`src/source/carsim_pkg.sv`:
```
`default_nettype none

package carsim_pkg;

    // width of every register on the bus.
    localparam int data_width = 16;

    // register map, one address per register.
    typedef enum logic [2:0] {
        reg_ign_period    = 3'd0,
        reg_ign_cycle_cnt = 3'd1,
        reg_puff_cnt      = 3'd2,
        reg_puff_len      = 3'd3,
        reg_ustimer       = 3'd4,
        reg_mstimer       = 3'd5,
        reg_event         = 3'd6,
        reg_soft_event    = 3'd7
    } reg_addr_e;

    // bus request from the processor side.
    // load is a single-cycle write strobe; reads use addr only.
    typedef struct packed {
        logic                  load;
        reg_addr_e             addr;
        logic [data_width-1:0] data;
    } bus_req_t;

    // event sources, most urgent first.
    typedef enum logic [2:0] {
        ev_ustimer  = 3'd0,
        ev_ign_end  = 3'd1,
        ev_puff_end = 3'd2,
        ev_mstimer  = 3'd3,
        ev_soft0    = 3'd4,
        ev_soft1    = 3'd5,
        ev_soft2    = 3'd6,
        ev_soft3    = 3'd7
    } event_idx_e;

    // number of event inputs to the event controller.
    localparam int num_events = 8;

    // setting this bit in a soft event write resets the event controller.
    localparam int event_reset_bit = 15;

    // the coil output is active while the ignition counter is below this.
    localparam int coil_low_jiffies = 16;

endpackage

`default_nettype wire
```
`src/source/carsim_top.sv`:
```
`timescale 1ns/10ps
`default_nettype none

module carsim_top #(
    parameter int cycles_per_us = 50,
    parameter int us_per_jiffy  = 20,
    parameter int us_per_ms     = 1000
) (
    input  logic                             sysclk,
    input  logic                             sim_reset,
    input  logic                             sim_run,
    input  carsim_pkg::bus_req_t             bus,
    input  logic                             injector_open,
    output logic [carsim_pkg::data_width-1:0] read_data,
    output logic                             ign_coil_lo,
    output logic                             event_pending
);

    import carsim_pkg::*;

    logic us_tick, jiffy_tick, ms_tick;
    logic ustimer_expired, mstimer_expired, ign_end, puff_end;
    logic ign_period_load, ign_cycle_clear, puff_cnt_clear;
    logic ustimer_load, mstimer_load, event_ack, soft_event_load, soft_reset;
    logic [3:0]            soft_pulse;
    logic [num_events-1:0] event_vec;
    logic [data_width-1:0] ign_period, ign_cycle_cnt, puff_cnt, puff_len;
    logic [data_width-1:0] ustimer_count, mstimer_count, event_status;

    // write decode into one-cycle load strobes.
    assign ign_period_load = bus.load && (bus.addr == reg_ign_period);
    assign ign_cycle_clear = bus.load && (bus.addr == reg_ign_cycle_cnt);
    assign puff_cnt_clear  = bus.load && (bus.addr == reg_puff_cnt);
    assign ustimer_load    = bus.load && (bus.addr == reg_ustimer);
    assign mstimer_load    = bus.load && (bus.addr == reg_mstimer);
    assign event_ack       = bus.load && (bus.addr == reg_event);
    assign soft_event_load = bus.load && (bus.addr == reg_soft_event);

    // the reset bit takes the whole write, no soft events are raised with it.
    assign soft_reset = soft_event_load && bus.data[event_reset_bit];
    assign soft_pulse = (soft_event_load && !bus.data[event_reset_bit]) ? bus.data[3:0] : 4'b0;

    always_comb begin
        case (bus.addr)
            reg_ign_period:    read_data = ign_period;
            reg_ign_cycle_cnt: read_data = ign_cycle_cnt;
            reg_puff_cnt:      read_data = puff_cnt;
            reg_puff_len:      read_data = puff_len;
            reg_ustimer:       read_data = ustimer_count;
            reg_mstimer:       read_data = mstimer_count;
            reg_event:         read_data = event_status;
            default:           read_data = '0;
        endcase
    end

    always_comb begin
        event_vec                = '0;
        event_vec[ev_ustimer]    = ustimer_expired;
        event_vec[ev_ign_end]    = ign_end;
        event_vec[ev_puff_end]   = puff_end;
        event_vec[ev_mstimer]    = mstimer_expired;
        event_vec[ev_soft0 +: 4] = soft_pulse;
    end

    // the ungated tick is only for blocks that must run while paused; none here yet.
    tick_gen #(.cycles_per_us(cycles_per_us), .us_per_jiffy(us_per_jiffy),
               .us_per_ms(us_per_ms)) ticks (
        .sysclk(sysclk), .sim_reset(sim_reset), .sim_run(sim_run), .us_tick(us_tick),
        .us_tick_ungated(), .jiffy_tick(jiffy_tick), .ms_tick(ms_tick));

    down_timer ustimer (
        .sysclk(sysclk), .sim_reset(sim_reset), .tick(us_tick), .load(ustimer_load),
        .data(bus.data), .count(ustimer_count), .expired(ustimer_expired));

    down_timer mstimer (
        .sysclk(sysclk), .sim_reset(sim_reset), .tick(ms_tick), .load(mstimer_load),
        .data(bus.data), .count(mstimer_count), .expired(mstimer_expired));

    ignition_gen ignition (
        .sysclk(sysclk), .sim_reset(sim_reset), .jiffy_tick(jiffy_tick),
        .period_load(ign_period_load), .cycle_clear(ign_cycle_clear), .data(bus.data),
        .period(ign_period), .cycle_cnt(ign_cycle_cnt), .coil_lo(ign_coil_lo),
        .ign_end(ign_end));

    injector_monitor injector (
        .sysclk(sysclk), .sim_reset(sim_reset), .us_tick(us_tick),
        .injector_open(injector_open), .cnt_clear(puff_cnt_clear), .puff_cnt(puff_cnt),
        .puff_len(puff_len), .puff_end(puff_end));

    event_controller #(.num_events(num_events)) events (
        .sysclk(sysclk), .sim_reset(sim_reset), .soft_reset(soft_reset), .ack(event_ack),
        .ack_idx(event_idx_e'(bus.data[2:0])), .event_pulses(event_vec),
        .status(event_status), .any_pending(event_pending));

endmodule

`default_nettype wire

```
`src/source/event_controller.sv`:
```
`timescale 1ns/10ps
`default_nettype none

module event_controller #(
    parameter int num_events = carsim_pkg::num_events
) (
    input  logic                             sysclk,
    input  logic                             sim_reset,
    input  logic                             soft_reset,
    input  logic                             ack,
    input  carsim_pkg::event_idx_e           ack_idx,
    input  logic [num_events-1:0]            event_pulses,
    output logic [carsim_pkg::data_width-1:0] status,
    output logic                             any_pending
);

    import carsim_pkg::*;

    localparam int idx_w = $clog2(num_events);

    logic [num_events-1:0] pending;
    logic [num_events-1:0] ack_mask;
    logic [idx_w-1:0]      top_idx;

    assign any_pending = |pending;

    // one-hot clear for the acknowledged source.
    always_comb begin
        ack_mask = '0;
        if (ack) begin
            ack_mask[ack_idx] = 1'b1;
        end
    end

    // priority encoder, lowest index wins.
    always_comb begin
        top_idx = '0;
        for (int i = num_events - 1; i >= 0; i--) begin
            if (pending[i]) begin
                top_idx = idx_w'(i);
            end
        end
    end

    always_comb begin
        status                 = '0;
        status[data_width-1]   = any_pending;
        status[idx_w-1:0]      = top_idx;
    end

    // a new pulse beats an acknowledge of the same source.
    always_ff @(posedge sysclk) begin
        if (sim_reset || soft_reset) begin
            pending <= '0;
        end else begin
            pending <= (pending & ~ack_mask) | event_pulses;
        end
    end

    // software may only acknowledge a source that exists.
    a_ack_in_range: assert property (@(posedge sysclk) disable iff (sim_reset)
        ack |-> (int'(ack_idx) < num_events));

endmodule

`default_nettype wire

```
`src/source/injector_monitor.sv`:
```
`timescale 1ns/10ps
`default_nettype none

module injector_monitor (
    input  logic                             sysclk,
    input  logic                             sim_reset,
    input  logic                             us_tick,
    input  logic                             injector_open,
    input  logic                             cnt_clear,
    output logic [carsim_pkg::data_width-1:0] puff_cnt,
    output logic [carsim_pkg::data_width-1:0] puff_len,
    output logic                             puff_end
);

    import carsim_pkg::*;

    logic                  open_q;
    logic                  puff_start;
    logic [data_width-1:0] run_len;

    assign puff_start = injector_open && !open_q;
    assign puff_end   = open_q && !injector_open;

    always_ff @(posedge sysclk) begin
        if (sim_reset) begin
            open_q <= 1'b0;
        end else begin
            open_q <= injector_open;
        end
    end

    // running length in microseconds.
    // a tick in the opening cycle already counts toward the new puff.
    always_ff @(posedge sysclk) begin
        if (sim_reset) begin
            run_len <= '0;
        end else if (puff_start) begin
            run_len <= us_tick ? data_width'(1) : '0;
        end else if (injector_open && us_tick) begin
            run_len <= run_len + 1'b1;
        end
    end

    // capture on the closing edge so software sees a stable length.
    always_ff @(posedge sysclk) begin
        if (sim_reset) begin
            puff_len <= '0;
            puff_cnt <= '0;
        end else begin
            if (puff_end) begin
                puff_len <= run_len;
            end
            if (cnt_clear) begin
                puff_cnt <= '0;
            end else if (puff_end) begin
                puff_cnt <= puff_cnt + 1'b1;
            end
        end
    end

endmodule

`default_nettype wire

```
`src/source/ignition_gen.sv`:
```
`timescale 1ns/10ps
`default_nettype none

module ignition_gen (
    input  logic                             sysclk,
    input  logic                             sim_reset,
    input  logic                             jiffy_tick,
    input  logic                             period_load,
    input  logic                             cycle_clear,
    input  logic [carsim_pkg::data_width-1:0] data,
    output logic [carsim_pkg::data_width-1:0] period,
    output logic [carsim_pkg::data_width-1:0] cycle_cnt,
    output logic                             coil_lo,
    output logic                             ign_end
);

    import carsim_pkg::*;

    logic [data_width-1:0] pulse_cnt;

    // last cycle of the coil pulse; a new period starts here.
    assign ign_end = jiffy_tick && (pulse_cnt == '0);

    // the coil is driven during the final jiffies before the counter wraps.
    assign coil_lo = (pulse_cnt < data_width'(coil_low_jiffies));

    // period in jiffies, picked up at the next wrap.
    always_ff @(posedge sysclk) begin
        if (sim_reset) begin
            period <= '0;
        end else if (period_load) begin
            period <= data;
        end
    end

    always_ff @(posedge sysclk) begin
        if (sim_reset) begin
            pulse_cnt <= '0;
        end else if (jiffy_tick) begin
            pulse_cnt <= ign_end ? period : pulse_cnt - 1'b1;
        end
    end

    // completed ignition cycles, cleared by any write.
    always_ff @(posedge sysclk) begin
        if (sim_reset || cycle_clear) begin
            cycle_cnt <= '0;
        end else if (ign_end) begin
            cycle_cnt <= cycle_cnt + 1'b1;
        end
    end

endmodule

`default_nettype wire

```
`src/source/down_timer.sv`:
```
`timescale 1ns/10ps
`default_nettype none

module down_timer (
    input  logic                             sysclk,
    input  logic                             sim_reset,
    input  logic                             tick,
    input  logic                             load,
    input  logic [carsim_pkg::data_width-1:0] data,
    output logic [carsim_pkg::data_width-1:0] count,
    output logic                             expired
);

    import carsim_pkg::*;

    // a load in the same cycle overrides the final tick.
    assign expired = tick && !load && (count == data_width'(1));

    always_ff @(posedge sysclk) begin
        if (sim_reset) begin
            count <= '0;
        end else if (load) begin
            count <= data;
        end else if (tick && (count != '0)) begin
            count <= count - 1'b1;
        end
    end

    // once at zero the timer parks there until software reloads it.
    a_no_wrap: assert property (@(posedge sysclk) disable iff (sim_reset)
        (count == '0 && !load) |=> (count == '0));

endmodule

`default_nettype wire

```
`src/source/tick_gen.sv`:
```
`timescale 1ns/10ps
`default_nettype none

module tick_gen #(
    parameter int cycles_per_us = 50,
    parameter int us_per_jiffy  = 20,
    parameter int us_per_ms     = 1000
) (
    input  logic sysclk,
    input  logic sim_reset,
    input  logic sim_run,
    output logic us_tick,
    output logic us_tick_ungated,
    output logic jiffy_tick,
    output logic ms_tick
);

    localparam int pre_w   = $clog2(cycles_per_us + 1);
    localparam int jiffy_w = $clog2(us_per_jiffy + 1);
    localparam int ms_w    = $clog2(us_per_ms + 1);

    logic [pre_w-1:0]   pre_cnt;
    logic [jiffy_w-1:0] jiffy_cnt;
    logic [ms_w-1:0]    ms_cnt;

    // the prescaler keeps running while the sim is paused, so the microsecond grid never slips.
    assign us_tick_ungated = (pre_cnt == pre_w'(cycles_per_us - 1));
    assign us_tick         = us_tick_ungated && sim_run;

    // slower ticks are derived from gated microseconds only.
    assign jiffy_tick = us_tick && (jiffy_cnt == jiffy_w'(us_per_jiffy - 1));
    assign ms_tick    = us_tick && (ms_cnt == ms_w'(us_per_ms - 1));

    always_ff @(posedge sysclk) begin
        if (sim_reset || us_tick_ungated) begin
            pre_cnt <= '0;
        end else begin
            pre_cnt <= pre_cnt + 1'b1;
        end
    end

    always_ff @(posedge sysclk) begin
        if (sim_reset) begin
            jiffy_cnt <= '0;
            ms_cnt    <= '0;
        end else if (us_tick) begin
            jiffy_cnt <= jiffy_tick ? '0 : jiffy_cnt + 1'b1;
            ms_cnt    <= ms_tick ? '0 : ms_cnt + 1'b1;
        end
    end

    // microsecond pulses are isolated whenever the prescaler divides at all.
    a_us_tick_single: assert property (@(posedge sysclk) disable iff (sim_reset)
        (cycles_per_us > 1 && us_tick) |=> !us_tick);

endmodule

`default_nettype wire

```
`config.mk`:
```
export PLATFORM = sky130hd
export DESIGN_NAME = carsim_top
export DESIGN_NICKNAME = d
export VERILOG_FILES = /design/src/source/carsim_pkg.sv /design/src/source/carsim_top.sv /design/src/source/event_controller.sv /design/src/source/injector_monitor.sv /design/src/source/ignition_gen.sv /design/src/source/down_timer.sv /design/src/source/tick_gen.sv
export SDC_FILE = /design/constraint.sdc
export NUM_CORES = 1
export LEC_CHECK = 0
export BUFFER_PORTS_ARGS = -buffer_cell sky130_fd_sc_hd__buf_4
export CORE_MARGIN = 4
export CORE_UTILIZATION = 30
export DETAILED_ROUTE_END_ITERATION = 16
export HOLD_SLACK_MARGIN = 0.12
export SLEW_MARGIN = 20
export SYNTH_ARGS = -nofsm -noshare
export SYNTH_HDL_FRONTEND = slang
export SYNTH_SLANG_ARGS = --single-unit
```
`constraint.sdc`:
```
create_clock -name sysclk -period 6.6 [get_ports sysclk]
set_input_delay 1.32 -clock sysclk [delete_from_list [all_inputs] [get_ports sysclk]]
set_output_delay 1.32 -clock sysclk [all_outputs]
set_load 0.01 [all_outputs]
```
==> results of run 1 <==
-- worst max-delay path, stage by stage --
cell       delay [ns]
buf_4            0.33
nor2b_1          0.40
nand2_1          0.13
a2111oi_0        0.41
a221oi_1         0.12
o21ai_0          0.21
buf_4            0.21
-- registers in the layout (all words and copies together) (netlist names) --
register            cells
ignition.pulse_cnt     16
injector.run_len       16
ignition.cycle_cnt     16
mstimer.count          16
ticks.jiffy_cnt         5
injector.puff_cnt      16
ticks.ms_cnt           10
injector.open_q         1
injector.puff_len      16
ticks.pre_cnt           6
events.pending          8
ignition.period        16
ustimer.count          16
-- metal layers --
metal	wire, um	up-vias	global-route usage (%)	part of all wire (%)
met5	0	-	0	0
met4	561	0	4.91	2.3
met3	1230	39	3.01	5.0
met2	11600	210	25.9	47
met1	11300	3552	21.1	46
li1	-	3830	-	-
-- worst paths after layout --
check	start	to	slack, ns	cells after the start
max	bus[17]	read_data[1]	2.14	7
min	injector.puff_len[2]$_SDFFE_PP0P_	injector.puff_len[2]$_SDFFE_PP0P_	0.48	2
max reg2reg	ticks.pre_cnt[0]$_SDFF_PP0_	ignition.cycle_cnt[1]$_SDFFE_PP0P_	3.82	6
min reg2reg	injector.puff_len[2]$_SDFFE_PP0P_	injector.puff_len[2]$_SDFFE_PP0P_	0.48	2
-- where the power goes --
group	switching, mW	total [mW]	internal (mW)	leakage, nW
Combinational	0.102	0.154	0.0522	1.60
Sequential	0.0192	0.985	0.965	1.28
Clock	0.429	0.953	0.524	0.272
-- cell families (layout without fill, tap and decap cells) --
family | Yosys count | in the layout | share of synthesized area, %
AOI/OAI and AO/OA | 238 | 238 | 17.8
xor gates and xnor gates | 58 | 58 | 6.08
adders and majority gates | 14 | 14 | 2.10
buffers and inverters | 84 | 101 | 3.92
DFF | 158 | 158 | 37.8
muxes | 36 | 36 | 4.73
and+or+nand+nor | 462 | 462 | 27.5
-- Yosys cell counts (21+ instances only) --
library cell,count,area [um2]
or3_1,27,169
nand4_1,25,156
a21oi_1,79,395
nand2_1,129,484
clkbuf_1,47,176
o21ai_0,50,250
xor2_1,21,184
nand3_1,30,150
nor3_1,32,160
xnor2_1,37,324
mux2i_1,26,260
dfxtp_1,158,3160
a211oi_1,23,173
nor2_1,119,447
-- layout make-up --
type                       count  share of cell area, %
multi-input combinational    808                   51.3
clock buffer                  17                   4.47
tap                          372                   4.89
clock inverter                15                   1.47
sequential                   158                   33.3
timing repair buffer          48                   3.79
inverter                      21                  0.829
==> summary.txt, run 1 <==
Status
  • Status: complete, no violations

Final layout
  • Layout cell share with drive strength beyond 1: 9.75%
  • Fin nets: about 1100
  • Commonest non-fill, non-tap cell in the layout: dfxtp_1
  • Final Cell Area: 9510 um2
  • Area of the multi-input gates: 4880 um2
  • Area delta synth->final: 13.8%
  • Register area: 3160 um2
  • Final Util: 35.0%
  • Most frequent cells in the layout: 158 x dfxtp_1, 128 x nand2_1, 119 x nor2_1
  • Non-filler cells, final: 1439
  • # fillers: 2894
  • Antenna cells: 0

Die
  • Row Count: 60
  • Die Span Y: 175 um
  • Initial Util: 30.8%
  • Die footprint: 30600 um2
  • I/O pins: 42
  • Die Width: ~170 um
  • Core area: 27200 um2

Routing
  • Iter 0 DRT Violations: approximately 570
  • Vias: 7631
  • WL/cell: 17.2 um
  • Vias per cell: approximately 5.3
  • DRC Markers: 0
  • Wirelength, routed: between 20 and 25 mm
  • Final antenna-violating net count: 0
  • Pre-antenna DRT Iters: 5

Timing
  • Fin. max-slew vios: 0
  • Rel. slew slack: between 30% and 40%
  • Crit share post-route: 67.6%
  • WHS: roughly 0.48 ns
  • Unrepaired setup endpoints after global routing: no
  • Worst Tran Pin Value: 0.995 ns
  • Final setup margin: ~2.1 ns
  • Final hold violation count: 0
  • Tmin final: 4.46 ns
  • Final setup viols: 0
  • Fmax: between 0.2 and 0.25 GHz
  • Post-route setup TNS: 0 ns
  • Worst Clk Skew: 0.00990 ns

Critical path
  • Setup crit start kind: primary input
  • Crit path required time: around 5.3 ns
  • Kind of critical path: primary input to primary output
  • Max FO, Critical Path: 33
  • Crit. End Element: primary output
  • Worst Path Arrival: 3.14 ns

Placement
  • Place WS: 2.21 ns
  • Routability-driven placement congestion ratio: 0.910
  • Placed cell count: 1407
  • Hpwl dp: 18.2 mm
  • I/O Buffers: 41
  • Post-place instance area: roughly 8900 um2

Power
  • Cell area power density: 220 nW/um2
  • Total Power: 2.09 mW
  • Max IR drop VDD: 0.148 mV
  • Leakage: 3.15 nW

Yosys
  • Syn Inst Count: 1050
  • Post-synth EDFFs: 0
  • Syn_nets: 1088
  • Cell variety after synth: 60
  • Yosys reg bits: 158
  • Asr flop ratio synth: 0%
  • Post-synthesis sequential area ratio: 37.8%
  • Ys Warns: 0
  • Synth Cell Area: 8360 um2
  • Avg Cell Area, Syn: 7.96 um2
  • Ys flop type: dfxtp_1

Clocking
  • Post-CTS setup buffer count: 0
  • H-tree levels: 4
  • TritonCTS Buffers: 17
  • Clock Tree Root: clkbuf_16
  • Hold buffers post-CTS: 0
  • CTS clk-pin slew, worst paths: ~0.060 ns
  • TritonCTS clock tree: yes
  • Clock sink count: approximately 160
  • Worst-Skew Late Latency: about 0.43 ns
  • Clock Tree Buf Depth: 2
  • CTS resizes: 0

GRT
  • Vias in the first global route: 6938
  • Largest net degree at the start of global routing: 52
  • Grt ovf: 0
  • Global-route wire length before repair: 38.6 mm
  • Initial antenna violation count: 0
  • Tot GR Track Use: ~16%

Job
  • Number of max-cap violations: 0

Min path
  • Hold WC Path Type: flop to flop
(Power assumes the default switching activity.)
==> inputs of run 2 (changes only) <==
clock period = 3.7 ns   (was 6.6 ns; I/O delays follow)
==> run 2 against run 1 <==
Effect of this change: non-clock buffer count rose by 11; first-iteration DRC count rose by 16%; sequential cell count did not move; highest routed layer unchanged; utilization rose by 0.41 points; critical path depth did not move.
==> summary.txt, run 2 (synthesized netlist as in run 1, its figures left out) <==
Status
  • Status: complete, no violations

GRT
  • Initial antenna violation count: 0 (unchanged)
  • Vias in the first global route: 7162 (+3.2%)
  • Global-route wire length before repair: 40.2 mm (+4.0%)
  • Grt ovf: 0 (unchanged)
  • Tot GR Track Use: 16.5% (+0.69 points)
  • Largest net degree at the start of global routing: 39 (-25%)

Critical path
  • Kind of critical path: primary input to primary output
  • Crit path required time: 2.96 ns (-2.32 ns)
  • Cell family with most CP delay: compound AO/OA/AOI/OAI gates
  • CP max-delay cell: nor2b_1
  • Crit. End Element: primary output
  • R2R depth: 7 (+1)
  • Critical path startpoint: bus[17]
  • CP max stage delay: 0.40 ns (about the same)
  • Worst-path cell chain: buf_4 -> nor2b_1 -> nand2_1 -> a2111oi_0 -> a221oi_1 -> o21ai_0 -> buf_4
  • Max FO, Critical Path: 20 (-39%)
  • R2r startpoint: ignition.pulse_cnt[0]$_SDFFE_PP0P_
  • Worst Path Arrival: 2.41 ns (-0.73 ns)
  • Setup crit start kind: primary input
  • CP most frequent cell: buf_4
  • Setup slack, reg-to-reg: 1.00 ns (-2.82 ns)
  • Reg-to-Reg End: ignition.cycle_cnt[13]$_SDFFE_PP0P_
  • Worst Path Buf+Inv: 2 (unchanged)

Routing
  • WL/cell: 17.6 um (+2.4%)
  • Vias per cell: 5.33 (+0.54%)
  • Wirelength, routed: 25.5 mm (+3.2%)
  • Vias: 7731 (+1.3%)
  • Pre-antenna DRT Iters: 5 (unchanged)
  • Iter 0 DRT Violations: 653 (+16%)
  • Final antenna-violating net count: 0 (unchanged)
  • DRC Markers: 0 (unchanged)

Placement
  • I/O Buffers: 41 (unchanged)
  • Hpwl dp: 18.8 mm (+3.6%)
  • Routability-driven placement congestion ratio: 0.879 (-3.4%)
  • Placed cell count: 1418 (+0.78%)

Timing
  • Worst Clk Skew: 0.0128 ns (+0.00285 ns)
  • Fmax: 0.317 GHz
  • Final hold violation count: 0 (unchanged)
  • Rel. slew slack: 40.8% (+7.3 points)
  • Worst Tran Pin Value: 0.885 ns (-0.110 ns)
  • Crit share post-route: 85.2%
  • WHS: 0.474 ns (-0.00320 ns)
  • Final setup viols: 0 (unchanged)
  • Fin. max-slew vios: 0 (unchanged)
  • Tmin final: 3.15 ns
  • Unrepaired setup endpoints after global routing: no
  • Post-route setup TNS: 0 ns (unchanged)

Min path
  • Hold WC Path Type: flop to flop
  • Hold Path Origin: ticks.jiffy_cnt[1]$_SDFFE_PP0P_
  • Hold Crit Depth: 2 (unchanged)
  • WHS Endpoint: ticks.jiffy_cnt[1]$_SDFFE_PP0P_

Die
  • Core area: 27200 um2 (unchanged)
  • Die Span Y: 175 um (unchanged)
  • Die Width: 175 um (unchanged)
  • I/O pins: 42 (unchanged)
  • Initial Util: 30.8% (unchanged)
  • Row Count: 60 (unchanged)
  • Die footprint: 30600 um2 (unchanged)

Clocking
  • Clock Tree Buf Depth: 2 (unchanged)
  • TritonCTS Buffers: 17 (unchanged)
  • Post-CTS setup buffer count: 0 (unchanged)
  • CTS resizes: 0 (unchanged)
  • Worst-Skew Late Latency: 0.44 ns (about the same)
  • Clock sink count: 158 (unchanged)
  • Hold buffers post-CTS: 0 (unchanged)
  • Clock Tree Root: clkbuf_16
  • TritonCTS clock tree: yes
  • CTS clk-pin slew, worst paths: 0.07 ns (about the same)
  • H-tree levels: 4 (unchanged)

Final layout
  • Area delta synth->final: 15.1%
  • Fin nets: 1103 (+1.0%)
  • Area of the multi-input gates: 4870 um2 (-0.18%)
  • Most frequent cells in the layout: 158 x dfxtp_1, 129 x nand2_1, 119 x nor2_1
  • Final Util: 35.4% (+0.41 points)
  • # fillers: 2875 (-0.66%)
  • Commonest non-fill, non-tap cell in the layout: dfxtp_1
  • Register area: 3160 um2 (unchanged)
  • Antenna cells: 0 (unchanged)
  • Layout cell share with drive strength beyond 1: 10.5% (+0.74 points)
  • Non-filler cells, final: 1450 (+0.76%)

Power
  • Max IR drop VDD: 0.328 mV (+120%)
  • Leakage: 3.21 nW (+2.0%)
  • Cell area power density: 395 nW/um2 (+79%)

Job
  • Number of max-cap violations: 0 (unchanged)
## run 2: cell types whose count changed in the layout (fill, tap and decap cells not counted), sizes merged
cell      previous run  this run
inv                 23        25
buf                 48        59
bufinv               1         0
clkinvlp             3         2
## run 2: worst max-delay path by stage
stage / endpoint / cells after the start
CTS: read_data[1] / 6
detailed placement: read_data[1] / 6
finish: read_data[1] / 7
global placement: read_data[1] / 6
global route: read_data[1] / 6
floorplan: read_data[10] / 5
## run 2: routing by layer
metal	track usage, %	routed length, um	vias up
met5	0	0	-
met4	5.50	697	0
met3	2.94	1270	50
met2	26.6	11800	211
met1	22.4	11700	3627
li1	-	-	3843
## run 2: layout make-up
| cell class | count | share of cell area, % |
|---|---|---|
| multi-input combinational | 808 | 50.6 |
| inverter | 21 | 0.819 |
| clock inverter | 15 | 1.83 |
| clock buffer | 17 | 4.42 |
| timing repair buffer | 59 | 4.60 |
| sequential | 158 | 32.9 |
| tap | 372 | 4.84 |
## run 2: through the flow
| step | worst slack (ns) | area [um2] | power (mW) |
|---|---|---|---|
| global placement | 0.633 | 9020 | 2.07 |
| CTS | 0.590 | 9620 | 3.83 |
| finish | 0.549 | 9620 | 3.80 |
| floorplan | 0.884 | 8360 | 1.97 |
| detailed placement | 0.604 | 9020 | 2.07 |
| global route | 0.449 | 9620 | 3.93 |
## run 2: where the power goes
| part | internal, mW | switching, mW | total, mW |
|---|---|---|---|
| Sequential | 1.72 | 0.0352 | 1.76 |
| Combinational | 0.0982 | 0.185 | 0.283 |
| Clock | 0.908 | 0.849 | 1.76 |
| Total | 2.73 | 1.07 | 3.80 |
## run 2: worst register-to-register path: cells and delay by family, from the launching register on
kind            cells  cell delay (ns)
buf+inv             1             0.09
compound gates      1             0.16
fa+ha+maj           1             0.19
simple gates        4             1.84
flops               1             0.35
==> inputs of run 3 (changes only) <==
--- a/config.mk
+++ b/config.mk
@@ -8,3 +8,2 @@
 export BUFFER_PORTS_ARGS = -buffer_cell sky130_fd_sc_hd__buf_4
-export CORE_MARGIN = 4
 export CORE_UTILIZATION = 30
@@ -12,2 +11,3 @@
 export HOLD_SLACK_MARGIN = 0.12
+export SKIP_CTS_REPAIR_TIMING = 1
 export SLEW_MARGIN = 20
--- a/constraint.sdc
+++ b/constraint.sdc
@@ -3,2 +3,2 @@
 set_output_delay 0.74 -clock sysclk [all_outputs]
-set_load 0.01 [all_outputs]
+set_load 0.1 [all_outputs]
==> run 3 against run 2 <==
Effect of this change: register-to-register slack gained 0.05 ns; via count grew 0.58%; critical path depth fell by 1; combinational power rose by 16%; hold slack better by 0.0038 ns; count of clock-buffer cells in the layout rose by 1; first-iteration DRC count is 7.0% higher; sequential cell count is the same; global-route usage up 1.6 points; maximum frequency rose by 0.99%; routed wire length down 1.4%.
==> summary.txt, run 3 (synthesized netlist as in run 1, its figures left out) <==
Power
  • Flop pwr share: 45.5% (-0.8 points)
  • Clk pwr share: 46.0% (-0.3 points)
  • Max IR drop VDD: 0.236 mV (-28%)
  • Cell area power density: 399 nW/um2 (+0.99%)
  • Net switching power: 1.06 mW (-0.57%)
  • Leakage: 3.22 nW (+0.24%)
  • Combinational Power Share: 8.5% (+1.0 points)
  • Int Pwr: 2.79 mW (+2.4%)
  • Switching Share: 27.6% (-0.58 points)

GRT
  • Initial antenna violation count: 0 (unchanged)
  • Tot GR Track Use: 18.1% (+1.6 points)
  • Grt ovf: 0 (unchanged)
  • Global-route wire length before repair: 40.0 mm (-0.53%)
  • Largest net degree at the start of global routing: 42 (+7.7%)
  • Vias in the first global route: 7009 (-2.1%)

Min path
  • Hold Path Origin: injector.puff_len[4]$_SDFFE_PP0P_
  • Hold Crit Depth: 2 (unchanged)
  • Hold WC Path Type: flop to flop
  • WHS Endpoint: injector.puff_len[4]$_SDFFE_PP0P_

Placement
  • Routability-driven placement congestion ratio: 0.868 (-1.2%)
  • I/O Buffers: 41 (unchanged)
  • Placed cell count: 1417 (-0.071%)
  • Hpwl dp: 18.6 mm (-0.85%)
  • Place WS: 0.613 ns (+0.00910 ns)

Routing
  • Vias: 7776 (+0.58%)
  • Iter 0 DRT Violations: 699 (+7.0%)
  • Vias per cell: 5.37 (+0.65%)
  • Pre-antenna DRT Iters: 7 (+2)
  • Wirelength, routed: 25.1 mm (-1.4%)
  • WL/cell: 17.3 um (-1.3%)
  • DRC Markers: 0 (unchanged)
  • Final antenna-violating net count: 0 (unchanged)

Die
  • I/O pins: 42 (unchanged)
  • Core area: 27200 um2 (unchanged)
  • Row Count: 60 (unchanged)
  • Die Span Y: 169 um (-3.4%)
  • Initial Util: 30.8% (unchanged)
  • Die footprint: 28500 um2 (-6.7%)
  • Die Width: 169 um (-3.4%)

Clocking
  • TritonCTS clock tree: yes
  • Clock sink count: 158 (unchanged)
  • CTS clk-pin slew, worst paths: 0.07 ns (about the same)
  • H-tree levels: 4 (unchanged)
  • Clock Tree Buf Depth: 2 (unchanged)
  • TritonCTS Buffers: 17 (unchanged)
  • Worst-Skew Late Latency: 0.43 ns (about the same)
  • Clock Tree Root: clkbuf_16

Final layout
  • Non-filler cells, final: 1449 (-0.069%)
  • Fin nets: 1102 (-0.091%)
  • Antenna cells: 0 (unchanged)
  • Area delta synth->final: 15.7%
  • Most frequent cells in the layout: 158 x dfxtp_1, 129 x nand2_1, 119 x nor2_1
  • Commonest non-fill, non-tap cell in the layout: dfxtp_1
  • Layout cell share with drive strength beyond 1: 11.6% (+1.1 points)

Critical path
  • Reg-to-Reg End: ignition.cycle_cnt[11]$_SDFFE_PP0P_
  • Crit path required time: 2.96 ns (about the same)
  • R2r startpoint: ignition.pulse_cnt[0]$_SDFFE_PP0P_
  • Max FO, Critical Path: 25 (+25%)
  • CP max-delay cell: nor2b_1
  • CP max stage delay: 0.40 ns (about the same)
  • Setup crit start kind: primary input
  • Worst-path cell chain: buf_4 -> nor2b_1 -> nor2b_1 -> a221oi_1 -> o21ai_2 -> buf_4
  • Kind of critical path: primary input to primary output
  • Setup slack, reg-to-reg: 1.05 ns (+0.05 ns)
  • Worst Path Arrival: 2.38 ns (-0.03 ns)
  • Crit. End Element: primary output
  • R2R depth: 7 (unchanged)

Timing
  • Final setup margin: 0.580 ns (+0.0310 ns)
  • Worst Clk Skew: 0.00904 ns (-0.00371 ns)
  • Unrepaired setup endpoints after global routing: no
  • Final setup viols: 0 (unchanged)
  • Fin. max-slew vios: 0 (unchanged)
  • Tmin final: 3.12 ns (-0.0310 ns)
  • Crit share post-route: 84.3% (-0.84 points)
  • Worst Tran Pin Value: 0.849 ns (-0.0368 ns)
  • Rel. slew slack: 43.3% (+2.5 points)
  • Fmax: 0.321 GHz (+0.99%)
  • Final hold violation count: 0 (unchanged)

Job
  • Number of max-cap violations: 0 (unchanged)

Status
  • Status: complete, no violations
[run 3: power by group through the flow]
stage                     Combinational, mW  Sequential [mW]  Clock [mW]
after CTS                             0.326             1.75        1.80
after global routing                  0.354             1.76        1.89
after global placement                0.322             1.79           0
final                                 0.328             1.76        1.77
after detailed placement              0.326             1.79           0
after floorplan                       0.234             1.78           0
[run 3: metal layers]
| metal | routed length [um] | up-vias | share of wire, % | GRT usage [%] |
|---|---|---|---|---|
| li1 | - | 3852 | - | - |
| met1 | 11400 | 3664 | 45 | 24.2 |
| met2 | 11800 | 231 | 47 | 29.1 |
| met3 | 1330 | 29 | 5.3 | 3.18 |
| met4 | 588 | 0 | 2.3 | 6.32 |
| met5 | 0 | - | 0 | 0 |
[run 3: layout make-up]
type	count	area, um2
Fill cell	2941	17500
Multi-Input combinational cell	808	4940
Sequential cell	158	3160
Tap cell	372	465
Clock buffer	18	439
Timing Repair Buffer	58	435
Clock inverter	14	145
Inverter	21	78.8
[run 3: critical path, delay by kind of cell]
kind	cells	cell delay, ns
compound gates	2	0.32
simple gates	2	0.77
buf+inv	2	0.53
[run 3: metrics by stage]
step / power (mW) / instance area (um2) / util [%] / hold slack (ns) / setup TNS [ns]
after floorplan: 2.01 / 8440 / - / 0.433 / -0.217
after global placement: 2.12 / 9090 / 33.4 / 0.463 / 0
after detailed placement: 2.12 / 9090 / 33.4 / 0.470 / 0
after CTS: 3.88 / 9670 / 35.6 / 0.478 / 0
after global routing: 4.00 / 9670 / 35.6 / 0.497 / 0
final: 3.85 / 9670 / 35.6 / 0.477 / 0
[run 3: worst max-delay path by stage]
stage                     startpoint            end  slack, ns  cells past startpoint
final                        bus[16]   read_data[1]       0.58                      6
after global routing         bus[18]  read_data[15]       0.49                      6
after CTS                    bus[17]   read_data[1]       0.61                      6
after detailed placement     bus[17]   read_data[1]       0.61                      6
after global placement       bus[16]   read_data[1]       0.66                      6
after floorplan              bus[16]  read_data[10]      -0.22                      5
